File: src/ooo_pkg.sv
// ooo_pkg: data widths, register index width, zero register and the opcode enum
`default_nettype none

package ooo_pkg;

    localparam int data_width    = 32; // register value and pc
    localparam int reg_idx_width = 5;  // 32 architectural registers

    // never written, never renamed, always reads zero
    localparam logic [reg_idx_width-1:0] zero_reg = '0;

    // op_beq result is the target pc + imm, taken when src1 == src2
    typedef enum logic [2:0] {
        op_add,
        op_sub,
        op_and,
        op_or,
        op_xor,
        op_beq,
        op_halt  // stops retirement at the ROB head
    } alu_op_t;

endpackage

`default_nettype wire

File: src/arch_regfile.sv
// arch_regfile: architectural registers, two rename reads, retire write, debug read
`timescale 1ns/1ps
`default_nettype none

module arch_regfile import ooo_pkg::*; (
    input  wire logic                     clock,
    input  wire logic                     reset,
    input  wire logic [reg_idx_width-1:0] read_idx1,
    input  wire logic [reg_idx_width-1:0] read_idx2,
    input  wire logic [reg_idx_width-1:0] debug_idx,
    output logic      [data_width-1:0]    read_data1,
    output logic      [data_width-1:0]    read_data2,
    output logic      [data_width-1:0]    debug_data,
    input  wire logic                     write_en,
    input  wire logic [reg_idx_width-1:0] write_idx,
    input  wire logic [data_width-1:0]    write_data
);

    logic [data_width-1:0] regs [2**reg_idx_width];

    always_ff @(posedge clock) begin
        if (reset) begin
            for (int i = 0; i < 2**reg_idx_width; i++) regs[i] <= '0;
        end else if (write_en && write_idx != zero_reg) begin
            regs[write_idx] <= write_data; // r0 stays zero
        end
    end

    assign read_data1 = (read_idx1 == zero_reg) ? '0 : regs[read_idx1];
    assign read_data2 = (read_idx2 == zero_reg) ? '0 : regs[read_idx2];
    assign debug_data = (debug_idx == zero_reg) ? '0 : regs[debug_idx];

endmodule

`default_nettype wire

File: config.mk
export PLATFORM = sky130hd
export DESIGN_NAME = arch_regfile
export DESIGN_NICKNAME = d
export VERILOG_FILES = /design/src/ooo_pkg.sv /design/src/arch_regfile.sv
export SDC_FILE = /design/constraint.sdc
export NUM_CORES = 2
export LEC_CHECK = 0
export CAP_MARGIN = 10
export CORE_MARGIN = 1
export CORE_UTILIZATION = 35
export DETAILED_ROUTE_END_ITERATION = 7
export DONT_BUFFER_PORTS = 1
export PLACE_DENSITY = 0.5
export SETUP_SLACK_MARGIN = 0.5
export SLEW_MARGIN = 20
export SYNTH_ARGS = -nofsm -noshare
export SYNTH_HDL_FRONTEND = slang
export SYNTH_SLANG_ARGS = --single-unit
export TNS_END_PERCENT = 10
File: constraint.sdc
create_clock -name clock -period 4.7 [get_ports clock]
set_input_delay 0.235 -clock clock [delete_from_list [all_inputs] [get_ports clock]]
set_output_delay 0.235 -clock clock [all_outputs]
set_load 0.03 [all_outputs]
==> Yosys cells after proc, flatten, opt, wreduce, memory -nomap -nowiden <==
Memory sizes are Yosys's and may differ from the RTL's.
Cells that the tools add are included.
{ "totals": {"register_bits": 0, "mem_bits_rw": 1024, "out_inout_bits": 96, "n_memories": 1, "latchBits": 0, "in_bits": 55, "word_cells": 18, "mem_bits_ro": 0} }
{ "op_classes": {"n_addsub": 0, "muxes": 11, "shift": 0, "n_reduce_logical": 6, "magnitude_cmp": 0, "mul": 0, "n_eq_ne": 0, "bitwise": 0, "div": 0} }
{ "memory_table": {"columns": ["name", "words", "word_bits", "read_ports", "rd_clocked_by_memory_dff", "wr", "line_no", "rtl"], "rows": [
  ["regs", 32, 32, 3, 0, 32, "arch_regfile.sv:19", "logic [data_width-1:0] regs [2**reg_idx_width];"]
]} }
{ "op_table": {"columns": ["cell", "n"], "rows": [
  ["2-to-1 mux 32 bit", 4],
  ["OR reduction 32 bit", 1],
  ["zero test 5 bit", 3],
  ["2-to-1 mux 1 bit", 6],
  ["2-to-1 mux 5 bit", 1],
  ["nonzero test 5 bit", 1],
  ["logical AND 1 bit", 1]
]} }

==> Depth between registers and ports, before layout <==
{ "depth": {"word_depth": 7, "ltp_mapped": 9, "mapped_depth_nobuf": 4} }

==> Worst setup path after synthesis <==
No wires, ideal clock.
{ "synth_timing": {"kind": "in2out", "start": "input debug_idx[0]", "end": "output debug_data[31]", "path_slack_ps": 2004, "required_time_ps": 4465, "arrival_ps": 2461, "n_path_buf": 4, "cell_stages": 8, "path_cell_list": "buf_2 buf_6 buf_4 buf_6 mux2i_1 a221oi_1 o21ai_1 a2111oi_1"} }
{ "synth_between": {"elab_chain_len": 2, "word_cells_on_any_way": 3, "classes_between": "mux (1); reduce/logical (1); memory (1)"} }
{ "synth_rtl": {"columns": ["element", "line_no", "rtl"], "rows": [
  ["start: declaration", "arch_regfile.sv:10", "input wire logic [reg_idx_width-1:0] debug_idx,"],
  ["memory read (32 x 32 bit) / zero test 5 bit (equally long branches)", null, null],
  ["2-to-1 mux 32 bit *", "arch_regfile.sv:31", "assign debug_data = (debug_idx == zero_reg) ? '0 : regs[debug_idx];"],
  ["end: declaration", "arch_regfile.sv:13", "output logic [data_width-1:0] debug_data,"]
]} }
Every way passes the cells marked *; elsewhere a longest branch is shown, timed or not.

==> metrics.txt <==
Met1 Wirelength=102 mm; First DRT Iteration DRCs=5033; ys flop type=edfxtp_1; Initial Util=35.4%; # H-tree levels=3; NumNets Final=4223; Pleak=23.7 nW; row cnt=154; PD cells=336 nW/um2; storage element area=30700 um2; yosys warns=0; Final Cycle Share=80.9%; post-cts sizing count=0; clk sinks=1024; Routed WL=240 mm; Core Box Area=177000 um2; Cell Area, Synth=62600 um2; GRT Overall Usage=26.2%; post-synthesis register bit count=1024; buffer count from post-CTS setup fixing=0; clock root buffer=clkbuf_16; Buf/Inv on CP=1; DP HPWL=144 mm; worst slew pin tran=1.22 ns; Post-CTS Hold Buffers=98; Int Pwr=17.3 mW; Critical Path, Cell by Cell=mux4_2, a22o_1, a2111oi_0, nor3_1, buf_4; CTS tree=yes; multi-input logic area=30300 um2; worst-path maximum fanout=3; First-pass DRT Iterations=6; Max Slew Vio Count=0; Crit-path slowest cell=a2111oi_0; data arrival time of the worst path=3.57 ns; Fmax=263 MHz; endpoints failing setup=0; Layout area overhead=12.0%; sw power=6.29 mW; met3 wire len=19.5 mm; Clock power frac=38.3%; Worst Setup Start Kind=flip-flop; Largest register FFs=1024; EDFF count, synth=1024; Crit path largest cell delay=1.00 ns; die area=181000 um2; WL/cell=36.3 um; area leader, netlist=edfxtp_1; most common cell in the netlist=edfxtp_1; fin util=39.7%; Worst slew margin=16.8%; register share of total power=46.5%; largest cells by area after synthesis=edfxtp_1, mux4_2, and2_1; layout cell share with drive strength beyond 1=28.2%; worst endpoint required time=4.47 ns; first-pass GRT wire length=333 mm; Synth top area share=49.1%; combinational share of power=15.2%; gr ovfl total=0; class of the worst hold path=primary input to flip-flop; Clock Pin Slew Worst Setup and Hold Paths=0.06 ns; Final ANT Viol Nets=0; DRC=0; I/O Pins=151; fillers=16200; post-synthesis sequential area ratio=49.1%; Synth Area per Inst=14.7 um2; Top Registers=regs: 1024 flops; die width=425 um; Async SR Flop Fraction=0%; status=complete, no violations; Final Hold Fails=0; DR vias/cell=6.22; clock buffer count from CTS=112; Highest Signal Layer=met5; wire length on met2=111 mm; IO Port Bufs=0; initial antenna violation count=9; RD Place Congestion=0.869; min Tclk post-route=3.80 ns; vias in the first global route=39600; distinct cell type count after synthesis=47; Max-Cap Viols=0; vias after detailed routing=41100; CP Capture Type=output port; clk buf depth=3; Crit Path Class=flip-flop to output port; Post-Route Setup TNS=0 ns; Switching Fraction=26.6%; Commonest cells post-synth=edfxtp_1, and2_1, mux4_2; most flop-heavy register=regs; Gate Count Post-Synth=4255; RSZ-0062 raised after global routing=false; largest net degree at the start of global routing=330; Die H=425 um; Max VDD drop=0.299 mV; CP delay by family, top=compound AO/OA/AOI/OAI gates
placed cells by master, fill, tap and decap left out, types with 5 or more instances in the layout:
cell type and n:
edfxtp_1 1024, and2_1 1011, mux4_2 659, mux2i_1 308
buf_4 156, clkbuf_16 115, o22ai_1 93, a22oi_1 88
mux2_2 68, dlygate4sd3_1 65, nor3_1 59, a22o_1 53
a211oi_1 52, a21oi_1 47, nor2b_1 42, buf_12 36
nor2_4 33, conb_1 32, clkinv_1 28, or2_2 27
o221ai_1 26, clkinv_2 26, nand2_1 25, nor4_2 22
clkbuf_1 21, a2111oi_0 17, o32ai_1 16, bufinv_16 12
a2111oi_1 10, nand2b_1 9, a32o_1 7, or2_4 7
diode_2 6, nor3_2 5, nand3_1 5
cells by family (layout without fill, tap and decap cells):
kind of cell	Yosys count	after routing	share of synthesized area [%]
multiplexers	1035	1035	29.8
AO/OA/AOI/OAI	424	424	4.98
other	1	38	0.00599
flip-flops	1024	1024	49.1
buffers and inverters	492	468	3.64
AND/OR/NAND/NOR	1279	1279	12.5
layer usage:
| layer | vias to the layer above | global-route usage [%] |
|---|---|---|
| met2 | 2095 | 40.6 |
| li1 | 16700 | - |
| met1 | 22000 | 37.2 |
| met4 | 2 | 8.35 |
| met5 | - | 0 |
| met3 | 298 | 4.63 |
final cells by class:
cell class                 instances  share of cell area (%)
clock inverter                    72                   0.931
antenna                            6                  0.0214
tap                             2340                    4.17
inverter                           2                  0.0107
clock buffer                     136                    4.21
sequential                      1024                    43.8
multi-input combinational       2770                    43.2
timing repair buffer             258                    3.66
path summary, 6_finish.rpt:
kind,start,cells past startpoint,slack (ns),endpoint
setup / recovery,regs[10][9]$_SDFFCE_PN0P_,5,0.90,debug_data[9]
hold / removal,reset,1,0.21,regs[13][17]$_SDFFCE_PN0P_
power groups by stage:
stage	clock, mW	sequential, mW	combinational (mW)
after global placement	0	11.1	3.28
after CTS	9.15	11.0	3.54
after floorplan	0	11.0	2.57
final	9.04	11.0	3.59
after global routing	9.44	11.0	3.68
after detailed placement	0	11.2	3.28
through the flow:
| step | instance area (um2) | worst slack [ns] | cells | hold WS [ns] | power, mW |
|---|---|---|---|---|---|
| 2_1_floorplan | 62800 | 2.00 | 4286 | 0.433 | 13.5 |
| 3_3_place_gp | 65200 | 1.27 | 6295 | 0.366 | 14.4 |
| 3_5_place_dp | 65200 | 1.38 | 6296 | 0.368 | 14.4 |
| 4_1_cts | 70200 | 1.00 | 6602 | 0.127 | 23.7 |
| 5_1_grt | 70200 | 0.988 | 6603 | 0.187 | 24.2 |
| 6_report | 70200 | 0.898 | 6608 | 0.208 | 23.6 |
No activity file was read; power rests on OpenSTA's default activity.
