**src/ooo_pkg.sv**
```systemverilog
// ooo_pkg: data widths, register index width, zero register and the opcode enum
`default_nettype none

package ooo_pkg;

    localparam int data_width    = 32; // register value and pc
    localparam int reg_idx_width = 5;  // 32 architectural registers

    // never written, never renamed, always reads zero
    localparam logic [reg_idx_width-1:0] zero_reg = '0;

    // op_beq result is the target pc + imm, taken when src1 == src2
    typedef enum logic [2:0] {
        op_add,
        op_sub,
        op_and,
        op_or,
        op_xor,
        op_beq,
        op_halt  // stops retirement at the ROB head
    } alu_op_t;

endpackage

`default_nettype wire

```
**src/alu_unit.sv**
```systemverilog
// alu_unit: single-cycle ALU and branch compare with a registered CDB output
`timescale 1ns/1ps
`default_nettype none

module alu_unit import ooo_pkg::*; #(
    parameter int rob_depth = 8
) (
    input  wire logic                         clock,
    input  wire logic                         reset,
    input  wire logic                         squash,
    input  wire logic                         issue_valid,
    input  wire alu_op_t                      issue_op,
    input  wire logic [data_width-1:0]        issue_value1,
    input  wire logic [data_width-1:0]        issue_value2,
    input  wire logic [data_width-1:0]        issue_imm,
    input  wire logic [data_width-1:0]        issue_pc,
    input  wire logic [$clog2(rob_depth)-1:0] issue_tag,
    output logic                              cdb_valid,
    output logic      [$clog2(rob_depth)-1:0] cdb_tag,
    output logic      [data_width-1:0]        cdb_value,
    output logic                              cdb_taken
);

    logic [data_width-1:0] result;
    logic                  taken;

    always_comb begin
        taken = 1'b0;
        case (issue_op)
            op_add:  result = issue_value1 + issue_value2;
            op_sub:  result = issue_value1 - issue_value2;
            op_and:  result = issue_value1 & issue_value2;
            op_or:   result = issue_value1 | issue_value2;
            op_xor:  result = issue_value1 ^ issue_value2;
            op_beq: begin
                result = issue_pc + issue_imm;             // branch target
                taken  = (issue_value1 == issue_value2);
            end
            default: result = '0; // halt never issues
        endcase
    end

    always_ff @(posedge clock) begin
        if (reset || squash) cdb_valid <= 1'b0;  // drop in-flight younger result
        else                 cdb_valid <= issue_valid;
    end

    always_ff @(posedge clock) begin
        cdb_tag   <= issue_tag;
        cdb_value <= result;
        cdb_taken <= taken;
    end

endmodule

`default_nettype wire

```
**config.mk**
```make
export PLATFORM = sky130hd
export DESIGN_NAME = alu_unit
export DESIGN_NICKNAME = d
export VERILOG_FILES = /design/src/ooo_pkg.sv /design/src/alu_unit.sv
export SDC_FILE = /design/constraint.sdc
export NUM_CORES = 1
export LEC_CHECK = 0
export BUFFER_PORTS_ARGS = -buffer_cell sky130_fd_sc_hd__buf_2
export CORE_ASPECT_RATIO = 0.9
export CORE_MARGIN = 2
export CORE_UTILIZATION = 48
export CTS_BUF_LIST = sky130_fd_sc_hd__clkbuf_2 sky130_fd_sc_hd__clkbuf_4 sky130_fd_sc_hd__clkbuf_8
export DETAILED_ROUTE_END_ITERATION = 10
export PLACE_DENSITY = 0.77
export SYNTH_ARGS = -nofsm -noshare
export SYNTH_HDL_FRONTEND = slang
export SYNTH_SLANG_ARGS = --single-unit
```
**constraint.sdc**
```tcl
create_clock -name clock -period 5.7 [get_ports clock]
set_input_delay 0.855 -clock clock [delete_from_list [all_inputs] [get_ports clock]]
set_output_delay 0.855 -clock clock [all_outputs]
set_load 0.005 [all_outputs]
```
# ---- Word-level counts from Yosys, hierarchy flattened
# Index checks and enable logic that the tools add are counted.
dict set report op_classes {
  add_sub_neg 3
  eq_ne 6
  n_mux 1
  n_bitwise 3
  reduce_logical 2
}
# cell count
set ops {}
lappend ops {{one-hot mux 32 bit (6 select lines)} 1}
lappend ops {{adder 32 bit} 2}
lappend ops {{bitwise AND 32 bit} 1}
lappend ops {{== test 32 bit} 1}
lappend ops {{OR 32 bit} 1}
lappend ops {{subtractor 32 bit} 1}
lappend ops {{bitwise XOR 32 bit} 1}
lappend ops {{== test 3 x 2 -> 1 bit, second input constant} 2}
lappend ops {{== test 3 bit, second input constant} 2}
lappend ops {{== test 3 x 1 -> 1 bit, second input constant} 1}
lappend ops {{logical NOT 3 bit} 1}
lappend ops {{logical OR 1 bit} 1}
dict set report totals {
  regBits 37
  input_bits 138
  out_inout_bits 37
  wordCells 19
}

# ---- Depth between registers and ports, before layout
# Gate-level depths: netlist of run 1.
dict set report logic_depth {
  ltp_word 2
  ltp_mapped 13
  depth_no_buf 13
}

# ---- Worst setup path after synthesis of run 1
# No wires, ideal clock.
dict set report synth_timing {
  path_kind {in2reg}
  startpoint {in issue_imm[0]}
  endpoint {reg cdb_value[30]}
  setup_ns 0.122
  arrival_time_ns 3.313
  t_required_ns 5.578
  slack_ns 2.265
  path_stages 13
  path_cell_list {ha_1 inv_1 fa_1 nand2b_1 a211oi_1 nor3_1 o211ai_1 a41oi_1 o31ai_1 a21oi_1 o221a_2 mux2i_1 nand3b_1}
}
dict set report synth_via {
  elab_chain_len 2
}
# item line
set synth_rtl {}
lappend synth_rtl {{from (decl)} alu_unit.sv:15} ;# input wire logic [data_width-1:0] issue_imm,
lappend synth_rtl {{adder 32 bit} alu_unit.sv:36} ;# result = issue_pc + issue_imm;
lappend synth_rtl {{one-hot mux 32 bit (6 select lines)} alu_unit.sv:29} ;# case (issue_op)
lappend synth_rtl {{net result[30]} alu_unit.sv:24} ;# logic [data_width-1:0] result;
lappend synth_rtl {{to (signal assigned)} alu_unit.sv:50} ;# cdb_value <= result;
lappend synth_rtl {{to (decl)} alu_unit.sv:20} ;# output logic [data_width-1:0] cdb_value,
# The timed path passes the listed nets, and every way through them passes these cells.
# A chain may end at the register's enable or synchronous reset.

# ---- Worst setup path in the final report of run 1
dict set report layout_timing {
  startpoint {in issue_value1[1]}
  endpoint {reg cdb_value[31]}
}
dict set report layout_via {
  elab_chain_len 2
  word_cells_on_any_way 3
  cone_classes {add/sub: 2; mux: 1}
}
# item line
set layout_rtl {}
lappend layout_rtl {{from (decl)} alu_unit.sv:13} ;# input wire logic [data_width-1:0] issue_value1,
lappend layout_rtl {{subtractor 32 bit or adder 32 bit (tied branches)} {alu_unit.sv:31, alu_unit.sv:30}}
lappend layout_rtl {{one-hot mux 32 bit (6 select lines) *} alu_unit.sv:29}
lappend layout_rtl {{net result[31]} alu_unit.sv:24}
# The timed path passes the listed nets; every way through them passes the cells marked *.

==> results of run 1 <==
## sequential cells by signal (all words and copies together), names as in the netlist
signal and flops:
cdb_tag 3, cdb_taken 1, cdb_valid 1, cdb_value 32
## layer usage
metal | share of wire (%) | up-vias | global-route usage, % | wire length [µm]
li1 | - | 4362 | - | -
met1 | 45 | 4181 | 40.9 | 12000
met2 | 43 | 562 | 45.8 | 11500
met3 | 11 | 60 | 4.42 | 2830
met4 | 2.1 | 0 | 7.24 | 573
met5 | 0 | - | 0 | 0
## cell families after synthesis
| logic type | share of synthesized area (%) |
|---|---|
| compound gates | 34.8 |
| xor+xnor | 5.44 |
| fa+ha+maj | 22.8 |
| buf+inv | 8.71 |
| flops | 9.20 |
| mux | 0.498 |
| simple gates | 18.6 |
## path summary, 6_finish.rpt
| check | startpoint | endpoint | slack, ns |
|---|---|---|---|
| worst max-delay path | issue_value1[1] | cdb_value[31]$_DFF_P_ | 1.91 |
| worst min-delay path | issue_tag[2] | cdb_tag[2]$_DFF_P_ | 0.63 |
## stage by stage
| step | std cells | area [µm²] | worst slack, ns | hold WS (ns) | total power, µW |
|---|---|---|---|---|---|
| floorplan | 1141 | 8050 | 2.26 | 0.883 | 905 |
| global placement | 1457 | 8930 | 1.77 | 0.957 | 1170 |
| detailed placement | 1457 | 8930 | 1.71 | 0.959 | 1180 |
| CTS | 1465 | 9070 | 2.01 | 0.630 | 1490 |
| global route | 1465 | 9070 | 1.75 | 0.625 | 1610 |
| finish | 1465 | 9070 | 1.91 | 0.627 | 1520 |
## cells in the final DEF, fill, tap and decap left out, drive strengths merged, types with 13 or more instances in the layout
cell type,netlist,layout
inv,109,110
a21oi,124,124
nor2,108,108
buf,18,180
nor3,40,40
nand3,26,26
o211ai,33,33
nand2b,16,16
xnor2,37,37
o21bai,31,31
xor2,13,13
o221ai,19,19
dfxtp,37,37
a21o,35,35
nand2,62,62
nand4,17,17
ha,142,142
o21ai,48,48
a211oi,15,15
## cell type report
class                           instances  area share [%]
Clock buffer                            5           0.759
Clock inverter                          3           0.759
Inverter                              109            4.51
Multi-Input combinational cell        924            72.8
Sequential cell                        37            8.17
Tap cell                              207            2.86
Timing Repair Buffer                  180            10.1
## power groups by stage
| stage | Combinational, µW | Clock [µW] | Sequential (µW) |
|---|---|---|---|
| 6_report | 899 | 309 | 311 |
| 5_1_grt | 976 | 319 | 313 |
| 4_1_cts | 872 | 307 | 311 |
| 3_5_place_dp | 866 | 0 | 317 |
| 3_3_place_gp | 856 | 0 | 317 |
| 2_1_floorplan | 588 | 0 | 317 |
==> metrics.csv, run 1 <==
metric;value;unit
rows;44;
via_per_inst;6.26;
p_int;824;µW
yosys-top-cells-area;ha_1 22%, dfxtp_1 9.2%, a21oi_1 7.6%;
comb_power_share;59.2;%
synth.most_common_cell;ha_1;
post_cts_buffers;0;
drtIter0Drc;1049;
async_flop_share;0;%
fmax;264;MHz
worst-path-stages;13;
synth_cell_types;73;
ys_seq_area_share;9.20;%
end_kind;flip-flop;
synth_nets;1424;
wl;26900;µm
yosys.area.top_type;ha_1;
hp-class;input port to flip-flop;
ctsResizeCount;0;
core-area;0.0163;mm²
netlist_instances;1141;
ctsHoldBuffers;0;
die-height;127;µm
antennaDiodeCount;0;
fin_crit;3.79;ns
crit_path_frequent_cell;a21oi_1;
status;completed;
period_share;66.5;%
n_fill_cell;1583;
cts-root-buf;clkbuf_8;
arrival;4.00;ns
grt_pass1_wl;42300;µm
crit_type;input port to flip-flop;
grt_max_degree;54;
ir_drop;0.0000854;V
cts_num_sinks;37;
worst_setup_path_start_kind;input port;
ys.flop_type;dfxtp_1;
maxSlewHeadroom;21.6;%
synth_edf_count;0;
register_area;741;µm²
vias;9165;
cts_buffers;5;
gr-total-overflow;0;
worst_pin_slew;1.17;ns
cp_slowest_cell;o211ai_1;
grt_pass1_vias;8339;
drc;0;
cp.required;5.91;ns
drv_cap;0;
h-tree-depth;2;
io_buffers;174;
syn_area;0.00805;mm²
power_density;168;mW/mm²
area_growth_syn_to_layout;12.7;%
ant_nets;0;
hold_path_depth;1;
max_stage_delay;0.54;ns
crit_path_cell_trace;buf_2 > inv_1 > ha_1 > o21bai_1 > a21oi_1 > o311ai_1 > a31oi_1 > o211ai_1 > a21oi_1 > o221ai_1 > a211o_1 > a21oi_1 > a211o_1;
routedWlPerCell;18.4;µm
grt_antenna_before_repair;0;
hold_violations;0;
power_frac_seq;20.5;%
dp_hpwl;21300;µm
p_switching;695;µW
yosys_warnings;0;
ys_top_cells_by_count;142 x ha_1, 122 x a21oi_1, 108 x inv_1, 108 x nor2_1, 62 x nand2_1;
multi_input_area;0.00661;mm²
die_x;140;µm
die-area;0.0178;mm²
cts_tree;done;
worst-path-buf-inv;2;
clkTransAtPathRegs;0.10;ns
finalNetCount;1540;
ys_ff_latch;37;
syn-mean-instance-area;7.05;µm²
setup-tns-final;0;ns
synth_top_area_share;22.1;%
clk_path_buf_depth;2;
cp_top_family;compound AO/OA/AOI/OAI gates;
swShare;45.7;%
start_util;49.4;%
finalSetupViolations;0;
cp_max_fo;5;
slew_viol_final;0;
track_usage;28.8;%
leakagePower;0.00439;µW
drive_gt1_share;16.1;%
final_util;55.7;%
place.gp.congestion;1.03;
first_pass_iters;5;
pwr-share-clk;20.3;%
ios;175;
rsz0062_at_grt;false;
Power figures use the tool's default switching activity.
==> run 2: changes to the inputs <==
clock period = 3.87 ns   (was 5.7 ns; I/O delays follow)
==> metrics.csv, run 2 (same netlist as run 1, synthesis figures left out) <==
metric;value;unit;change
status;completed;;unchanged
arrival;3.71;ns;was 4.00 ns
maxSlewHeadroom;55.8;%;was 21.6%
reg.largest.list;cdb_value x32, cdb_tag x3;;unchanged
cp_max_fo;4;;was 5
hp-class;input port to flip-flop;;unchanged
worst_pin_slew;0.660;ns;was 1.17 ns
area_growth_syn_to_layout;13.9;%;was 12.7%
cts-root-buf;clkbuf_8;;unchanged
layout_common_cells;174 x buf_2, 142 x ha_1, 122 x a21oi_1;;unchanged
wl_met2;11300;µm;was 11500 µm
drive_gt1_share;17.0;%;was 16.1%
fin_area;0.00916;mm²;was 0.00907 mm²
setup-tns-final;0;ns;unchanged
ir_drop;0.000191;V;was 0.0000854 V
clkTransAtPathRegs;0.09;ns;was 0.10 ns
first_pass_iters;6;;was 5
worst_setup_path_start_kind;input port;;unchanged
place_area;0.00902;mm²;was 0.00893 mm²
dp_hpwl;21600;µm;was 21300 µm
ctsResizeCount;0;;unchanged
post_cts_buffers;0;;unchanged
finalPower;2240;µW;was 1520 µW
clk_path_buf_depth;2;;unchanged
register_area;741;µm²;unchanged
die-area;0.0178;mm²;unchanged
fin_crit;3.49;ns;
drv_cap;0;;unchanged
routed.top_layer;met4;;unchanged
die-height;127;µm;unchanged
largest_register;cdb_value;;unchanged
fmax;286;MHz;
cts_buffers;5;;unchanged
via_per_inst;6.22;;was 6.26
cp-startpoint;issue_value1[1];;unchanged
io_buffers;174;;unchanged
grt_antenna_before_repair;0;;unchanged
wl;27000;µm;was 26900 µm
ant_nets;0;;unchanged
finalNetCount;1552;;was 1540
grt_max_degree;47;;was 54
rsz0062_at_grt;false;;unchanged
dpl.cell_count;1469;;was 1457
core-area;0.0163;mm²;unchanged
power_density;244;mW/mm²;was 168 mW/mm²
ctsHoldBuffers;0;;unchanged
setup_slack;0.378;ns;was 1.91 ns
hold_violations;0;;unchanged
h-tree-depth;2;;unchanged
crit_type;input port to flip-flop;;unchanged
cts_num_sinks;37;;unchanged
gr-total-overflow;0;;unchanged
n_fill_cell;1568;;was 1583
largest_register_ffs;32;;unchanged
multi_input_area;0.00661;mm²;about the same
track_usage;28.8;%;about the same
grt_pass1_vias;8376;;was 8339
period_share;90.2;%;
slew_viol_final;0;;unchanged
drtIter0Drc;1081;;was 1049
cts_tree;done;;unchanged
final_common_cell;buf_2;;unchanged
start_util;49.4;%;unchanged
vias;9199;;was 9165
grt_pass1_wl;42000;µm;was 42300 µm
ios;175;;unchanged
place.gp.congestion;1.03;;about the same
routedWlPerCell;18.3;µm;was 18.4 µm
wl_met1;11700;µm;was 12000 µm
fin_cells;1478;;was 1465
cp.required;4.09;ns;was 5.91 ns
finalSetupViolations;0;;unchanged
rows;44;;unchanged
dr_wl_met3;3160;µm;was 2830 µm
end_kind;flip-flop;;unchanged
place_ws;0.151;ns;was 1.71 ns
die_x;140;µm;unchanged
worstSetupEndpoint;cdb_value[17]$_DFF_P_;;was cdb_value[31]$_DFF_P_
leakagePower;0.00445;µW;was 0.00439 µW
drc;0;;unchanged
[run 2: stage by stage]
stage / hold slack (ns) / utilization, %
floorplan: 0.608 / -
global placement: 0.683 / 55.4
detailed placement: 0.685 / 55.4
CTS: 0.338 / 56.2
global route: 0.338 / 56.2
finish: 0.346 / 56.2
[run 2: power breakdown]
group          switching (µW)  total (µW)  internal [µW]
sequential               18.1         454            436
combinational             805        1330            528
clock                     192         452            260
[run 2: metal layers]
metal  global-route usage, %  vias up
met1                    40.7     4128
met3                    4.42       78
met5                       0        -
met2                    45.6      606
met4                    8.00        0
li1                        -     4387
[run 2: critical path, stage by stage]
cell,delay (ns)
buf_2,0.12
inv_1,0.11
ha_1,0.36
a21oi_1,0.23
nor2_1,0.10
nor3_1,0.50
nor2_1,0.18
a2111o_1,0.41
a21oi_1,0.28
o21ai_1,0.11
a21oi_1,0.26
nor3_1,0.07
a2111o_1,0.39
[run 2: worst min path at each step]
stage          depth (start not counted)                  to          from
2_1_floorplan                          0  cdb_tag[0]$_DFF_P_  issue_tag[0]
5_1_grt                                1  cdb_tag[1]$_DFF_P_  issue_tag[1]
3_5_place_dp                           1  cdb_tag[1]$_DFF_P_  issue_tag[1]
6_report                               1  cdb_tag[1]$_DFF_P_  issue_tag[1]
3_3_place_gp                           1  cdb_tag[2]$_DFF_P_  issue_tag[2]
4_1_cts                                1  cdb_tag[2]$_DFF_P_  issue_tag[2]
[run 2: final cells by class]
cell class	count	share of cell area [%]
antenna	1	0.0273
clock buffer	5	0.751
clock inverter	3	0.751
inverter	109	4.46
multi-input combinational	924	72.1
sequential	37	8.08
tap	207	2.83
timing repair buffer	192	11.0
==> run 3: changes to the inputs <==
ABC_AREA = 1   (was default)
PLACE_DENSITY = 0.75   (was 0.77)
==> metrics.csv, run 3 <==
metric;value;unit;change
largest_register_ffs;32;;unchanged
cp_slowest_cell;ha_1;;was nor3_1
ctsHoldBuffers;0;;unchanged
final_util;54.6;%;was 56.2%
drc;0;;unchanged
ios;175;;unchanged
final_common_cell;nand2_1;;was buf_2
ys_seq_area_share;7.61;%;was 9.20%
max_stage_delay;0.48;ns;was 0.50 ns
hold_violations;0;;unchanged
synth_top_area_share;24.5;%;was 22.1%
finalSetupViolations;0;;unchanged
maxSlewHeadroom;59.2;%;was 55.8%
reg.largest.list;cdb_value x32, cdb_tag x3;;unchanged
grt_pass1_vias;10700;;was 8376
largest_register;cdb_value;;unchanged
finalNetCount;2293;;was 1552
ys_top_cells_by_count;636 x nand2_1, 412 x inv_1, 186 x nor2_1;;was 142 x ha_1, 122 x a21oi_1, 108 x inv_1, 108 x nor2_1, 62 x nand2_1
vias;11700;;was 9199
cp.required;4.08;ns;was 4.09 ns
leakagePower;0.00688;µW;was 0.00445 µW
rsz0062_at_grt;false;;unchanged
crit_path_frequent_cell;nand2_1;;was a21oi_1
clk_path_buf_depth;2;;unchanged
clkTransAtPathRegs;0.09;ns;about the same
io_buffers;174;;unchanged
rows;49;;was 44
die-area;0.0214;mm²;was 0.0178 mm²
grt_pass1_wl;54700;µm;was 42000 µm
start_util;48.8;%;was 49.4%
synth_edf_count;0;;unchanged
finalPower;2190;µW;was 2240 µW
ant_nets;0;;unchanged
yosys-top-cells-area;nand2_1 25%, ha_1 18%, inv_1 16%;;was ha_1 22%, dfxtp_1 9.2%, a21oi_1 7.6%
end_kind;flip-flop;;unchanged
synth_nets;2146;;was 1424
hp-class;input port to flip-flop;;unchanged
fin_crit;2.44;ns;was 3.49 ns
netlist_instances;1863;;was 1141
yosys_warnings;0;;unchanged
arrival;2.65;ns;was 3.71 ns
cts_num_sinks;37;;unchanged
place.gp.congestion;0.974;;was 1.03
track_usage;32.3;%;was 28.8%
power_density;201;mW/mm²;was 244 mW/mm²
hold_path_depth;1;;unchanged
area_growth_syn_to_layout;11.8;%;was 13.9%
syn_area;0.00973;mm²;was 0.00805 mm²
dp_hpwl;29900;µm;was 21600 µm
grt_max_degree;31;;was 47
drv_cap;0;;unchanged
first_pass_iters;6;;unchanged
ir_drop;0.000104;V;was 0.000191 V
cp_max_fo;9;;was 4
post_cts_buffers;0;;unchanged
die-height;139;µm;was 127 µm
gr-total-overflow;0;;unchanged
fmax;409;MHz;was 286 MHz
grt_antenna_before_repair;1;;was 0
async_flop_share;0;%;unchanged
period_share;63.2;%;was 90.2%
drive_gt1_share;10.8;%;was 17.0%
synth.most_common_cell;nand2_1;;was ha_1
worst_setup_path_start_kind;input port;;unchanged
setup-tns-final;0;ns;unchanged
cts-root-buf;clkbuf_8;;unchanged
fin_cells;2266;;was 1478
synth_cell_types;42;;was 73
dpl.cell_count;2258;;was 1469
antennaDiodeCount;0;;was 1
wl;35500;µm;was 27000 µm
yosys.area.top_type;nand2_1;;was ha_1
routedWlPerCell;15.7;µm;was 18.3 µm
syn-mean-instance-area;5.22;µm²;was 7.05 µm²
worst_pin_slew;0.611;ns;was 0.660 ns
worst-path-buf-inv;3;;was 2
hp-start;issue_tag[2];;was issue_tag[1]
h-tree-depth;2;;unchanged
cts_buffers;5;;unchanged
cts_tree;done;;unchanged
status;completed;;unchanged
min_to;cdb_tag[2]$_DFF_P_;;was cdb_tag[1]$_DFF_P_
via_per_inst;5.15;;was 6.22
ctsResizeCount;0;;unchanged
crit_type;input port to flip-flop;;unchanged
ys_ff_latch;37;;unchanged
cp_top_family;simple AND/OR/NAND/NOR gates;;was compound AO/OA/AOI/OAI gates
core-area;0.0199;mm²;was 0.0163 mm²
layout_common_cells;636 x nand2_1, 412 x inv_1, 186 x nor2_1;;was 174 x buf_2, 142 x ha_1, 122 x a21oi_1
ys.flop_type;dfxtp_1;;unchanged
drtIter0Drc;947;;was 1081
die_x;154;µm;was 140 µm
crit_path_cell_trace;buf_2 > inv_1 > ha_1 > inv_1 > nand2_1 > nand3_1 > nand2_1 > nand2_1 > nand2_1 > nand2_1 > nand2_1 > nand2_1 > nand3_1 > nand4_1;;was buf_2 > inv_1 > ha_1 > a21oi_1 > nor2_1 > nor3_1 > nor2_1 > a2111o_1 > a21oi_1 > o21ai_1 > a21oi_1 > nor3_1 > a2111o_1
slew_viol_final;0;;unchanged
## run 3: kinds of logic after synthesis
logic type               share of synthesized area (%)
AND/OR/NAND/NOR                                   44.6
buffers and inverters                             18.2
AO/OA/AOI/OAI                                     10.4
adder cells (fa/ha/maj)                           18.9
flip-flops                                        7.61
XOR/XNOR                                         0.180
## run 3: worst max path at each step
stage                                from               endpoint  cells after the start
after floorplan           issue_value1[0]  cdb_value[10]$_DFF_P_                     12
after global placement    issue_value1[6]  cdb_value[31]$_DFF_P_                     13
after detailed placement  issue_value1[2]  cdb_value[31]$_DFF_P_                     14
after CTS                 issue_value1[2]  cdb_value[31]$_DFF_P_                     14
after global routing      issue_value1[2]  cdb_value[31]$_DFF_P_                     14
final                     issue_value1[2]  cdb_value[31]$_DFF_P_                     14
## run 3: per-stage QoR
| step | setup slack [ns] | cell area, µm² | hold slack, ns |
|---|---|---|---|
| 2_1_floorplan | 1.70 | 9730 | 0.608 |
| 4_1_cts | 1.56 | 10900 | 0.347 |
| 3_5_place_dp | 1.21 | 10800 | 0.685 |
| 3_3_place_gp | 1.23 | 10800 | 0.684 |
| 5_1_grt | 1.28 | 10900 | 0.346 |
| 6_report | 1.43 | 10900 | 0.353 |
## run 3: final cells by class
type                    instances  area (µm²)
flip-flops and latches         37         741
clock buffers                   7        96.3
multi-input cells            1366        7210
repair buffers                182         931
well taps                     255         319
fillers                      2200        9050
inverters                     418        1570
clock inverters                 1        5.00
## run 3: layer usage
metal  wire (µm)  GRT usage [%]  share of wire, %
met1       16300           44.9                46
met4         784           8.36               2.2
met2       15500           52.7                44
met3        2880           4.31               8.1
met5          13              0             0.037
## run 3: power breakdown
part	total, µW	internal [µW]	leakage (µW)	switching, µW
Sequential	457	435	0.000310	22.1
Combinational	1380	459	0.00652	916
Clock	358	162	0.0000542	196
