**src/ooo_pkg.sv**
```systemverilog
// ooo_pkg: data widths, register index width, zero register and the opcode enum
`default_nettype none

package ooo_pkg;

    localparam int data_width    = 32; // register value and pc
    localparam int reg_idx_width = 5;  // 32 architectural registers

    // never written, never renamed, always reads zero
    localparam logic [reg_idx_width-1:0] zero_reg = '0;

    // op_beq result is the target pc + imm, taken when src1 == src2
    typedef enum logic [2:0] {
        op_add,
        op_sub,
        op_and,
        op_or,
        op_xor,
        op_beq,
        op_halt  // stops retirement at the ROB head
    } alu_op_t;

endpackage

`default_nettype wire

```
**src/rename_stage.sv**
```systemverilog
// rename_stage: map table, source operand resolution and reservation station write
`timescale 1ns/1ps
`default_nettype none

module rename_stage import ooo_pkg::*; #(
    parameter int rob_depth = 8
) (
    input  wire logic                         clock,
    input  wire logic                         reset,
    input  wire logic                         dispatch_valid,
    input  wire alu_op_t                      dispatch_op,
    input  wire logic [reg_idx_width-1:0]     dispatch_dest,
    input  wire logic [reg_idx_width-1:0]     dispatch_src1,
    input  wire logic [reg_idx_width-1:0]     dispatch_src2,
    input  wire logic [data_width-1:0]        dispatch_imm,
    input  wire logic [data_width-1:0]        dispatch_pc,
    input  wire logic                         dispatch_stall,
    input  wire logic [$clog2(rob_depth)-1:0] alloc_tag,
    input  wire logic                         retire_valid,
    input  wire logic [$clog2(rob_depth)-1:0] retire_tag,
    input  wire logic                         squash,
    output logic      [reg_idx_width-1:0]     rf_read_idx1,
    output logic      [reg_idx_width-1:0]     rf_read_idx2,
    input  wire logic [data_width-1:0]        rf_read_data1,
    input  wire logic [data_width-1:0]        rf_read_data2,
    output logic      [$clog2(rob_depth)-1:0] rob_read_tag1,
    output logic      [$clog2(rob_depth)-1:0] rob_read_tag2,
    input  wire logic                         rob_read_done1,
    input  wire logic                         rob_read_done2,
    input  wire logic [data_width-1:0]        rob_read_value1,
    input  wire logic [data_width-1:0]        rob_read_value2,
    output logic                              rs_write,
    output alu_op_t                           rs_op,
    output logic                              rs_ready1,
    output logic                              rs_ready2,
    output logic      [data_width-1:0]        rs_value1,
    output logic      [data_width-1:0]        rs_value2,
    output logic      [$clog2(rob_depth)-1:0] rs_tag1,
    output logic      [$clog2(rob_depth)-1:0] rs_tag2,
    output logic      [data_width-1:0]        rs_imm,
    output logic      [data_width-1:0]        rs_pc,
    output logic      [$clog2(rob_depth)-1:0] rs_tag,
    output logic                              alloc_writes
);

    localparam int tag_width = $clog2(rob_depth);

    logic [2**reg_idx_width-1:0] busy;              // value still in flight
    logic [tag_width-1:0]        tag_map [2**reg_idx_width];
    logic                        accept;

    assign accept       = dispatch_valid && !dispatch_stall;
    assign alloc_writes = (dispatch_dest != zero_reg) && dispatch_op != op_beq
                          && dispatch_op != op_halt;

    // sources see the map before this instruction renames its dest
    assign rf_read_idx1  = dispatch_src1;
    assign rf_read_idx2  = dispatch_src2;
    assign rob_read_tag1 = tag_map[dispatch_src1];
    assign rob_read_tag2 = tag_map[dispatch_src2];

    assign rs_write  = accept && dispatch_op != op_halt; // halt lives in the ROB only
    assign rs_op     = dispatch_op;
    assign rs_ready1 = !busy[dispatch_src1] || rob_read_done1;
    assign rs_ready2 = !busy[dispatch_src2] || rob_read_done2;
    assign rs_value1 = busy[dispatch_src1] ? rob_read_value1 : rf_read_data1;
    assign rs_value2 = busy[dispatch_src2] ? rob_read_value2 : rf_read_data2;
    assign rs_tag1   = tag_map[dispatch_src1];
    assign rs_tag2   = tag_map[dispatch_src2];
    assign rs_imm    = dispatch_imm;
    assign rs_pc     = dispatch_pc;
    assign rs_tag    = alloc_tag;

    always_ff @(posedge clock) begin
        if (reset || squash) begin
            busy <= '0;
        end else begin
            if (retire_valid) begin
                for (int r = 0; r < 2**reg_idx_width; r++)
                    if (tag_map[r] == retire_tag) busy[r] <= 1'b0; // only if not renamed since
            end
            if (accept && alloc_writes) begin // newer rename wins over retire clear
                busy[dispatch_dest]    <= 1'b1;
                tag_map[dispatch_dest] <= alloc_tag;
            end
        end
    end

endmodule

`default_nettype wire

```
**config.mk**
```make
export PLATFORM = sky130hd
export DESIGN_NAME = rename_stage
export DESIGN_NICKNAME = d
export VERILOG_FILES = /design/src/ooo_pkg.sv /design/src/rename_stage.sv
export SDC_FILE = /design/constraint.sdc
export NUM_CORES = 1
export LEC_CHECK = 0
export ABC_AREA = 0
export ABC_CLOCK_PERIOD_IN_PS = 4500
export BUFFER_PORTS_ARGS = -buffer_cell sky130_fd_sc_hd__buf_2
export CORE_MARGIN = 10
export CORE_UTILIZATION = 25
export DETAILED_ROUTE_END_ITERATION = 7
export PLACE_DENSITY_LB_ADDON = 0.3
export REMOVE_ABC_BUFFERS = 1
export SETUP_SLACK_MARGIN = 0.02
export SLEW_MARGIN = 20
export SYNTH_ARGS = -nofsm -noshare
export SYNTH_HDL_FRONTEND = slang
export SYNTH_SLANG_ARGS = --single-unit
export TNS_END_PERCENT = 50
```
**constraint.sdc**
```tcl
create_clock -name clock -period 4.5 [get_ports clock]
set_input_delay 0 -clock clock [delete_from_list [all_inputs] [get_ports clock]]
set_output_delay 0 -clock clock [all_outputs]
set_load 0.02 [all_outputs]
```
* Word-level counts from Yosys, hierarchy flattened *
Memories as Yosys holds them, arrays and structs flattened.
Index checks and enable logic that the tools add are counted.

storage, ports and cells
  register bits after elaboration = 32
  memory bits (writable) = 96
  input bits = 224
  output and inout bits = 160
  memories kept = 1

memories
  memory   words  width  read ports  clocked after memory_dff  wr ports  line                RTL
  tag_map  32     3      34          0                         1         rename_stage.sv:49  logic [tag_width-1:0] tag_map [2**reg_idx_width];

operators by class
  $lt $le $gt $ge = 4
  equality and inequality tests = 34
  muxes and demuxes = 46
  bitwise operators = 1
  reduce and logical (&&, ||, !) cells = 13

operators by type and width
  operator                                                               number
  32-bit two-way mux                                                     5
  3-bit == test                                                          32
  1-bit two-way mux                                                      38
  32-bit bitwise OR                                                      1
  5-bit by 6-bit < comparator with 1-bit output, second input constant   3
  1-bit binary-select mux with 5-bit select                              2
  1-bit logical AND                                                      6
  3-bit != test, second input constant                                   2
  1-bit demux with 5-bit select                                          1
  5-bit by 1-bit >= comparator with 1-bit output, second input constant  1
  5-bit nonzero test                                                     1
  1-bit logical NOT                                                      3
  1-bit logical OR                                                       3

* Depth between registers and ports, before layout *
Gate-level depths: netlist of run 1.

  word-level depth = 7
  depth in mapped cells = 8
  gate-level depth less buffers = 5

* Least setup slack after synthesis of run 1 *
OpenSTA, ideal clock, no wires.

  path type = input to output
  start = input port dispatch_src2[1]
  end = output port rs_tag2[0]
  arrival = 1.871 ns
  data required time = 4.500 ns
  setup slack = 2.629 ns
  stages = 7
  path buffers = 4
  cell sequence = buf_2 > buf_2 > buf_2 > mux4_2 > mux4_2 > mux2_2 > buf_4

between the ends
  longest elaborated chain between the ends = 1

ends and longest elaborated chain
  item                    line                RTL
  start: declaration      rename_stage.sv:14  input wire logic [reg_idx_width-1:0] dispatch_src2,
  memory read 32 x 3 bit  --
  end: declaration        rename_stage.sv:39  output logic [$clog2(rob_depth)-1:0] rs_tag2,

Every way passes these cells.

* Worst setup path in the final report of run 1 *
  start = input port dispatch_src2[0]
  end = output port rs_value2[8]

between the ends
  longest elaborated chain between the ends = 3

ends and longest elaborated chain
  item                                       line                RTL
  1-bit binary-select mux with 5-bit select  rename_stage.sv:67  assign rs_value2 = busy[dispatch_src2] ? rob_read_value2 : rf_read_data2;
  1-bit two-way mux (implied by the code)    rename_stage.sv:67
  32-bit two-way mux                         rename_stage.sv:67
  end: declaration                           rename_stage.sv:37  output logic [data_width-1:0] rs_value2,

Every way passes these cells. The select of a mux whose other input is x is not followed.

==> summary.txt, run 1 <==
Route
  – Iteration-0 DRC count of the detailed router: 541
  – Routed vias: 6,478
  – WL per Instance: 27.4 um
  – Drt drc: 0
  – Final antenna-violating net count: 0
  – Post-Route WL: 35.8 mm
  – Routed vias/inst: 4.96
  – Pre-antenna DRT Iters: 5

GRT
  – Number of global-route vias before repair: 6,591
  – Remaining Overflow, GRT: 0
  – Global-route wire length before repair: 51.1 mm
  – GR Util All Layers: 16.0%
  – Antenna violations before repair: 3
  – Largest net degree at the start of global routing: 42

Finish
  – Syn-to-layout area delta: 18.2%
  – Most common cell after layout, fill and taps aside: buf_2
  – Layout cells sized above 1: 53.2%
  – Nets: 1,061
  – Most frequent cells in the layout: buf_2 (253), xnor2_1 (96), edfxtp_1 (96), mux2_2 (70), mux4_2 (60)

STA
  – Final slew viol count: 0
  – # setup viols final: 0
  – Hold Fails Final Rpt: 0
  – Worst Slack Setup Final: 2.02 ns
  – Slew margin rel.: 24.4%
  – Tcrit/Tclk final: 55.1%
  – Period minus WS final: 2.48 ns
  – Max Clk Rate: 404 MHz
  – RSZ-0062 raised after global routing: no
  – WHS: 0.000223 ns
  – Worst clock skew: 0.00540 ns
  – Final setup TNS: 0 ns
  – Worst slew pin tran: 1.13 ns

Power and ir drop
  – Power per cell area: 324 nW/um2
  – P_leak: 3.76 nW
  – Largest vdd supply drop: 0.000264 V

Worst setup path
  – Startpoint Class: input port
  – RR Startpoint: tag_map[21][0]
  – Setup CP Type: input port to output pin
  – Worst reg2reg path endpoint: busy[21]
  – Flop-to-flop setup slack: 3.28 ns
  – R2R depth: 3
  – Worst Path Max Fanout: 33
  – Crit end category: output pin
  – Worst path arrival time: 2.48 ns
  – Critical path startpoint: dispatch_src2[0]
  – WP data required: 4.50 ns
  – CP Capture Point: rs_value2[8]

CTS
  – H-tree levels: 4
  – # hold bufs at CTS: 0
  – Postcts setup bufs: 0
  – Clk root buf: clkbuf_16
  – Inserted Clock Buffers: 17
  – Longest Clk Path Bufs: 2
  – CTS-repair resized insts: 0
  – Clock sink count: 128
  – CTS tree: done
  – Clk Latency, worst-skew pair: 0.42 ns

Floorplan
  – I/O Pins: 384
  – FP Rows: 68
  – Die Wd: 207 um
  – Die area: 42,900 um2
  – Height of the die: 207 um
  – Core Area: 34,500 um2
  – Initial Util: 25.3%

Logic synthesis
  – Mapped Area: 8750 um2
  – Syn Area/Cell: 12.7 um2
  – Synth unique cells: 31
  – Synth Warn #: 0
  – Synth Register Bits: 128
  – Cell count after synthesis: 691
  – Sequential-to-total area share from yosys stat: 40.3%

Worst hold path
  – Min-Delay Path Class: input port to output pin

Flow run
  – Total of max-cap violations: 0

Status
  – Status: finished, final reports clean

Place
  – Detail Placement HPWL: 27.3 mm
  – Place WS: 1.87 ns
  – GPL Wtd Cong: 0.896
  – Port Buffers: 255
[area by class of cell]
type                    instances  area, um2
well taps                     455        569
diodes                          1       2.50
fillers                      3548      24200
inverters                       2       7.51
clock inverters                 7        110
multi-input cells             430       4350
flip-flops and latches        128       3520
clock buffers                  25        475
repair buffers                258       1300
[metrics by stage]
stage	std cells	area, um2	total power [mW]	utilization, %
after floorplan	560	7870	1.67	-
after global placement	1273	9750	2.01	28.2
after detailed placement	1273	9750	2.01	28.2
after CTS	1305	10300	3.38	29.9
after global routing	1306	10300	3.47	29.9
final	1306	10300	3.35	29.9
[routing by layer]
layer / track usage, % / wire (um) / share of wire (%) / up-vias
met4: 3.61 / 470 / 1.3 / 8
met3: 7.33 / 3860 / 11 / 34
met5: 2.87 / 181 / 0.51 / -
met1: 19.8 / 15200 / 43 / 3225
li1: - / - / - / 2813
met2: 24.5 / 16100 / 45 / 398
[cells by family after synthesis]
| group | synth area share, % |
|---|---|
| multiplexers | 28.1 |
| AND/OR/NAND/NOR | 6.89 |
| AO/OA/AOI/OAI | 4.78 |
| XOR/XNOR | 9.71 |
| flip-flops | 40.3 |
| other | 0.0429 |
| buffers and inverters | 10.2 |
[Yosys cell counts]
library cell	n	area [um2]
nand3_1	11	55.1
or2_2	2	12.5
and3_1	1	6.26
a22oi_1	8	60.1
edfxtp_1	96	2880
and2_1	2	12.5
nand4_1	32	200
nor2b_1	6	37.5
mux2_2	70	788
buf_2	16	80.1
dfxtp_1	32	641
inv_1	2	7.51
buf_1	8	30.0
nand2_1	16	60.1
nand4_2	2	25.0
clkbuf_1	15	56.3
nor4_1	1	6.26
a31oi_1	1	6.26
a21oi_1	7	35.0
buf_6	3	33.8
nor2_1	35	131
xnor2_1	96	841
a2111oi_2	2	30.0
mux4_2	60	1350
a31o_2	31	272
mux2i_1	32	320
conb_1	1	3.75
xor2_1	1	8.76
buf_4	91	683
a211oi_1	2	15.0
nand2b_1	9	56.3
[flip-flops by register name, summed over array words and instances (netlist names)]
register	cells
tag_map	96
busy	32
[worst min-delay path by stage]
| stage | startpoint | end | slack [ns] | cells past startpoint |
|---|---|---|---|---|
| after floorplan | dispatch_src1[0] | rf_read_idx1[0] | 0 | 0 |
| after global placement | dispatch_pc[17] | rs_pc[17] | 0.0004 | 0 |
| after detailed placement | dispatch_pc[17] | rs_pc[17] | 0.0004 | 0 |
| after CTS | dispatch_pc[17] | rs_pc[17] | 0.0004 | 0 |
| after global routing | dispatch_pc[17] | rs_pc[17] | 0.0002 | 0 |
| final | dispatch_pc[15] | rs_pc[15] | 0.0002 | 0 |
[critical path: stages]
cell     delay (ns)
buf_2          0.71
nor2b_1        0.24
a22oi_1        0.24
nand3_1        0.14
nand4_2        0.12
buf_4          0.39
mux2_2         0.42
buf_2          0.17
[report_power, final]
part	internal, mW	switching [mW]
Combinational	0.291	0.403
Sequential	1.27	0.00390
Clock	0.896	0.487
Power figures use the tool's default switching activity.
==> run 2, diff against run 1 <==
--- a/config.mk
+++ b/config.mk
@@ -6,7 +6,7 @@
 export NUM_CORES = 1
 export LEC_CHECK = 0
 export ABC_AREA = 0
-export ABC_CLOCK_PERIOD_IN_PS = 4500
+export ABC_CLOCK_PERIOD_IN_PS = 2340
 export BUFFER_PORTS_ARGS = -buffer_cell sky130_fd_sc_hd__buf_2
 export CORE_MARGIN = 10
 export CORE_UTILIZATION = 25
==> constraint.sdc (replaced) <==
create_clock -name clock -period 2.34 [get_ports clock]
set_input_delay 0 -clock clock [delete_from_list [all_inputs] [get_ports clock]]
set_output_delay 0 -clock clock [all_outputs]
set_load 0.02 [all_outputs]
==> summary.txt, run 2 (synthesis gave the netlist of run 1 again) <==
Worst setup path
  – Worst Path Max Fanout: 3 (-91%)
  – Critical Path Most Common Cell: mux4_2
  – Crit end category: output pin
  – Startpoint Class: flip-flop
  – Worst path arrival time: 2.40 ns (-0.08 ns)
  – Crit-path cells: mux4_2, mux4_2, mux2_4, buf_6
  – CP max stage delay: 0.56 ns (-0.15 ns)
  – Critical path's slowest cell: mux4_2
  – Setup CP Type: flip-flop to output pin
  – WP data required: 2.34 ns (-2.16 ns)
  – Flop-to-flop setup slack: 1.06 ns (-2.22 ns)

Route
  – Drt drc: 0 (unchanged)
  – Routed vias: 6,725 (+3.8%)
  – Routed vias/inst: 5.05 (+1.9%)
  – Pre-antenna DRT Iters: 5 (unchanged)
  – WL per Instance: 27.8 um (+1.3%)
  – Final antenna-violating net count: 0 (unchanged)
  – Post-Route WL: 37.0 mm (+3.2%)
  – Iteration-0 DRC count of the detailed router: 566 (+4.6%)

STA
  – Worst clock skew: 0.00943 ns (+0.00403 ns)
  – WHS: 0.000221 ns (-0.00000163 ns)
  – Max Clk Rate: 416 MHz
  – Worst slew pin tran: 0.832 ns (-0.301 ns)
  – # setup viols final: 12 (+12)
  – Tcrit/Tclk final: 103%
  – RSZ-0062 raised after global routing: yes
  – Hold Fails Final Rpt: 0 (unchanged)
  – Period minus WS final: 2.40 ns
  – Final slew viol count: 0 (unchanged)
  – Slew margin rel.: 44.5% (+20 points)
  – Worst Slack Setup Final: -0.0632 ns (-2.09 ns)

Flow run
  – Total of max-cap violations: 0 (unchanged)

Floorplan
  – Initial Util: 25.3% (unchanged)
  – I/O Pins: 384 (unchanged)
  – Die Wd: 207 um (unchanged)
  – Core Area: 34,500 um2 (unchanged)
  – Height of the die: 207 um (unchanged)
  – Die area: 42,900 um2 (unchanged)
  – FP Rows: 68 (unchanged)

CTS
  – Clk root buf: clkbuf_16
  – Longest Clk Path Bufs: 2 (unchanged)
  – Clock sink count: 128 (unchanged)
  – H-tree levels: 4 (unchanged)
  – Clk Latency, worst-skew pair: 0.43 ns (about the same)
  – CTS tree: done
  – Inserted Clock Buffers: 17 (unchanged)
  – Worst-path clk slew: 0.05 ns

Finish
  – Syn-to-layout area delta: 23.1%
  – Final Util: 31.2% (+1.2 points)
  – Largest register by flop count: tag_map
  – Nets: 1,087 (+2.5%)
  – Largest register FFs: 96 (unchanged)
  – Non-Filler Instances: 1,331 (+1.9%)
  – Top Registers: tag_map (96), busy (32)
  – Layout cells sized above 1: 55.1% (+2.0 points)
  – Most common cell after layout, fill and taps aside: buf_2
  – Most frequent cells in the layout: buf_2 (243), xnor2_1 (96), edfxtp_1 (96), mux2_2 (64), mux4_2 (60)
  – Ant. Diodes: 0 (-1)

GRT
  – Global-route wire length before repair: 52.9 mm (+3.4%)
  – Antenna violations before repair: 1 (-2)
  – Largest net degree at the start of global routing: 42 (unchanged)
  – GR Util All Layers: 16.4% (+0.45 points)
  – Remaining Overflow, GRT: 0 (unchanged)
  – Number of global-route vias before repair: 6,898 (+4.7%)

Status
  – Failing checks: setup timing
  – Status: finished with violations

Worst hold path
  – Min-Delay Path Class: input port to output pin

Place
  – GPL Wtd Cong: 0.908 (+1.4%)
  – Place WS: 0.223 ns (-1.65 ns)
  – Detail Placement HPWL: 27.8 mm (+2.0%)
  – Port Buffers: 255 (unchanged)
  – DP Cell Count: 1,288 (+1.2%)

Power and ir drop
  – Tot Pwr: 6.67 mW (+99%)
  – Power per cell area: 619 nW/um2 (+91%)
  – P_leak: 3.98 nW (+5.8%)
  – Largest vdd supply drop: 0.000452 V (+71%)
[run 2: routing by layer]
metal  global-route usage [%]  up-vias  share of wire (%)
met4                     3.29        6                1.3
met3                     7.64       32                 12
li1                         -     2873                  -
met2                     25.4      486                 45
met5                     2.87        -               0.44
met1                     20.3     3328                 41
[run 2: path summary, 6_finish.rpt]
kind / to / from / depth (start not counted)
setup / recovery: rob_read_tag1[2] / tag_map[14][2] / 4
hold / removal: rs_pc[15] / dispatch_pc[15] / 0
setup reg to reg: busy[12] / tag_map[12][0] / 4
hold reg to reg: busy[0] / busy[0] / 1
[run 2: through the flow]
step | instance area, um2 | setup TNS, ns
floorplan | 7870 | 0
global placement | 9930 | 0
detailed placement | 9930 | 0
CTS | 10700 | -0.658
global route | 10800 | -0.776
finish | 10800 | -0.474
[run 2: timing repair]
action | CTS | global route
setup endpoints to repair | 76 | 76
endpoints found under the hold margin | 0 | 0
pin swaps | 0 | 1
resized for setup | 30 | 13
gates cloned | 0 | 1
hold buffers | 0 | 0
setup buffers | 4 | 6
[run 2: power breakdown]
| part | total (mW) | switching [mW] | internal, mW |
|---|---|---|---|
| Combinational | 1.46 | 0.808 | 0.648 |
| Sequential | 2.46 | 0.00843 | 2.45 |
| Clock | 2.76 | 0.993 | 1.76 |
| Total | 6.67 | 1.81 | 4.86 |
[run 2: layout make-up]
| type | instances | area [um2] |
|---|---|---|
| Clock inverter | 13 | 169 |
| Multi-Input combinational cell | 430 | 4380 |
| Clock buffer | 19 | 433 |
| Inverter | 2 | 7.51 |
| Fill cell | 3502 | 23800 |
| Timing Repair Buffer | 284 | 1690 |
| Sequential cell | 128 | 3530 |
| Tap cell | 455 | 569 |
[run 2: worst max-delay path: cells and delay by family, from the launching register on]
family	cells	cell delay (ns)
buffers and inverters	1	0.14
muxes	3	1.40
DFF	1	0.44
==> run 3, diff against run 2 <==
--- a/config.mk
+++ b/config.mk
@@ -12,6 +12,7 @@
 export CORE_UTILIZATION = 25
 export DETAILED_ROUTE_END_ITERATION = 7
 export PLACE_DENSITY_LB_ADDON = 0.3
+export RECOVER_POWER = 100
 export REMOVE_ABC_BUFFERS = 1
 export SETUP_SLACK_MARGIN = 0.02
 export SLEW_MARGIN = 20
==> summary.txt, run 3 (synthesis gave the netlist of run 1 again) <==
Status
  – Status: finished with violations
  – Failing checks: capacitance limit, slew limit, setup timing

Worst setup path
  – Critical path's slowest cell: mux4_2
  – RR Startpoint: tag_map[12][0]
  – Crit-path cells: mux4_2, mux4_2, mux2_4, buf_6
  – R2R depth: 4 (unchanged)
  – Flop-to-flop setup slack: 1.08 ns (+0.02 ns)
  – WP data required: 2.34 ns (about the same)
  – Worst path arrival time: 2.41 ns (about the same)
  – Setup CP Type: flip-flop to output pin
  – Worst reg2reg path endpoint: busy[12]
  – Startpoint Class: flip-flop
  – Cell family with most CP delay: multiplexers
  – Buf+Inv Stages, Crit Path: 1 (unchanged)
  – Worst Path Max Fanout: 3 (unchanged)
  – Crit end category: output pin
  – CP max stage delay: 0.55 ns (about the same)
  – Critical Path Most Common Cell: mux4_2

Route
  – WL per Instance: 27.7 um (-0.24%)
  – Routed vias/inst: 5.08 (+0.45%)
  – Pre-antenna DRT Iters: 5 (unchanged)
  – Final antenna-violating net count: 0 (unchanged)
  – Drt drc: 0 (unchanged)
  – Iteration-0 DRC count of the detailed router: 609 (+7.6%)
  – Post-Route WL: 36.9 mm (-0.24%)
  – Routed vias: 6,755 (+0.45%)

Worst hold path
  – Hold Path Origin: dispatch_pc[15]
  – Min-Delay Path Class: input port to output pin
  – Hold Path End: rs_pc[15]
  – Worst hold path depth: 0 (unchanged)

Finish
  – Most common cell after layout, fill and taps aside: buf_2
  – Syn-to-layout area delta: 22.4%
  – Layout cells sized above 1: 52.9% (-2.3 points)
  – Nets: 1,087 (unchanged)
  – Final Util: 31.0% (-0.18 points)
  – Ant. Diodes: 0 (unchanged)
  – Largest register by flop count: tag_map
  – Top Registers: tag_map (96), busy (32)
  – Largest register FFs: 96 (unchanged)
  – Most frequent cells in the layout: buf_2 (193), xnor2_1 (96), edfxtp_1 (96), mux2_2 (64), mux4_2 (60)
  – Non-Filler Instances: 1,331 (unchanged)

STA
  – RSZ-0062 raised after global routing: yes
  – Hold Fails Final Rpt: 0 (unchanged)
  – Worst clock skew: 0.00833 ns (-0.00110 ns)
  – Max Clk Rate: 415 MHz (-0.16%)
  – Slew margin rel.: -34.8% (-79 points)
  – WHS: 0.000218 ns (-0.00000327 ns)
  – Worst Slack Setup Final: -0.0671 ns (-0.00386 ns)
  – Final slew viol count: 102 (+102)
  – Period minus WS final: 2.41 ns (+0.00386 ns)
  – # setup viols final: 12 (unchanged)
  – Tcrit/Tclk final: 103% (+0.17 points)
  – Worst slew pin tran: 2.02 ns (+1.19 ns)

Power and ir drop
  – Sw Share: 27.1% (about the same)
  – Combinational cell fraction of total power: 21.6% (-0.2 points)
  – Clock network power share: 41.4% (about the same)
  – P_int: 4.84 mW (-0.30%)
  – Switching pwr: 1.80 mW (-0.30%)
  – Flop pwr share: 37.0% (+0.2 points)
  – Power per cell area: 621 nW/um2 (+0.30%)
  – P_leak: 3.93 nW (-1.3%)
  – Largest vdd supply drop: 0.000451 V (-0.27%)

Floorplan
  – Die Wd: 207 um (unchanged)
  – Height of the die: 207 um (unchanged)
  – Initial Util: 25.3% (unchanged)
  – FP Rows: 68 (unchanged)
  – I/O Pins: 384 (unchanged)
  – Die area: 42,900 um2 (unchanged)
  – Core Area: 34,500 um2 (unchanged)

CTS
  – Clk root buf: clkbuf_16
  – Longest Clk Path Bufs: 2 (unchanged)
  – Inserted Clock Buffers: 17 (unchanged)
  – CTS tree: done
  – H-tree levels: 4 (unchanged)
  – # hold bufs at CTS: 0 (unchanged)
  – Worst-path clk slew: 0.05 ns (about the same)
  – Clock sink count: 128 (unchanged)
  – Clk Latency, worst-skew pair: 0.42 ns (about the same)

GRT
  – Antenna violations before repair: 1 (unchanged)
  – Number of global-route vias before repair: 6,898 (unchanged)
  – Largest net degree at the start of global routing: 42 (unchanged)
  – GR Util All Layers: 16.4% (unchanged)
  – Remaining Overflow, GRT: 0 (unchanged)
  – Global-route wire length before repair: 52.9 mm (unchanged)

Place
  – GPL Wtd Cong: 0.908 (unchanged)
  – Detail Placement HPWL: 27.8 mm (unchanged)
  – Port Buffers: 255 (unchanged)
  – DP Cell Count: 1,288 (unchanged)

Flow run
  – Total of max-cap violations: 3 (+3)
[run 3: changes by cell type in the layout (fill, tap and decap cells not counted)]
cell	change
a2111oi_1	+1
a2111oi_2	-1
buf_12	-1
buf_2	-50
buf_6	+2
clkbuf_1	+17
clkbuf_16	-1
clkbuf_2	+33
nand4_1	+1
nand4_4	-1
or2_0	+1
or2_2	-1
[run 3: worst max-delay path by stage]
stage               slack, ns                to  cells past startpoint              from
floorplan                0.56      rs_value1[0]                      5           busy[7]
global placement         0.26  rob_read_tag2[2]                      6  dispatch_src2[0]
detailed placement       0.22        rs_tag2[0]                      6  dispatch_src2[0]
CTS                     -0.08  rob_read_tag1[1]                      4    tag_map[12][1]
global route            -0.08        rs_tag1[2]                      4    tag_map[14][2]
finish                  -0.07  rob_read_tag1[2]                      4     tag_map[9][2]
[run 3: worst reg2reg max path, cell delays in order (launching register included)]
cell      delay [ns]
edfxtp_1        0.43
buf_4           0.16
xnor2_1         0.14
nand4_1         0.12
a31o_2          0.30
[run 3: power groups by stage]
| stage | Combinational [mW] | Sequential [mW] | Clock [mW] |
|---|---|---|---|
| after floorplan | 0.704 | 2.50 | 0 |
| after global placement | 1.39 | 2.50 | 0 |
| after detailed placement | 1.40 | 2.50 | 0 |
| after CTS | 1.45 | 2.46 | 2.78 |
| after global routing | 1.53 | 2.46 | 2.88 |
| final | 1.44 | 2.46 | 2.75 |
[run 3: what timing repair did]
| item | 4_1_cts | 5_1_grt |
|---|---|---|
| setup buffers | 4 | 6 |
| hold endpoints to repair | 0 | 0 |
| pin swaps | 0 | 1 |
| gates resized for setup | 30 | 13 |
| setup endpoints to repair | 76 | 76 |
| cloned | 0 | 1 |
[run 3: area by class of cell]
type | count | area (um2)
clock buffer | 19 | 433
clock inverter | 13 | 169
fill | 3520 | 23800
inverter | 2 | 7.51
multi-input combinational | 430 | 4360
sequential | 128 | 3530
tap | 455 | 569
timing repair buffer | 284 | 1640
[run 3: through the flow]
| stage | total power, mW | setup TNS, ns | setup WS [ns] | instance area (um2) |
|---|---|---|---|---|
| after floorplan | 3.20 | 0 | 0.559 | 7870 |
| after global placement | 3.89 | 0 | 0.259 | 9930 |
| after detailed placement | 3.90 | 0 | 0.223 | 9930 |
| after CTS | 6.69 | -0.658 | -0.0796 | 10700 |
| after global routing | 6.88 | -1.23 | -0.0836 | 10700 |
| final | 6.65 | -0.421 | -0.0671 | 10700 |
[run 3: per-layer routing]
layer	global-route usage [%]	vias to the layer above	part of all wire, %
li1	-	2873	-
met5	2.87	-	0.44
met4	3.29	6	1.3
met1	20.3	3367	41
met3	7.64	34	11
met2	25.4	475	46
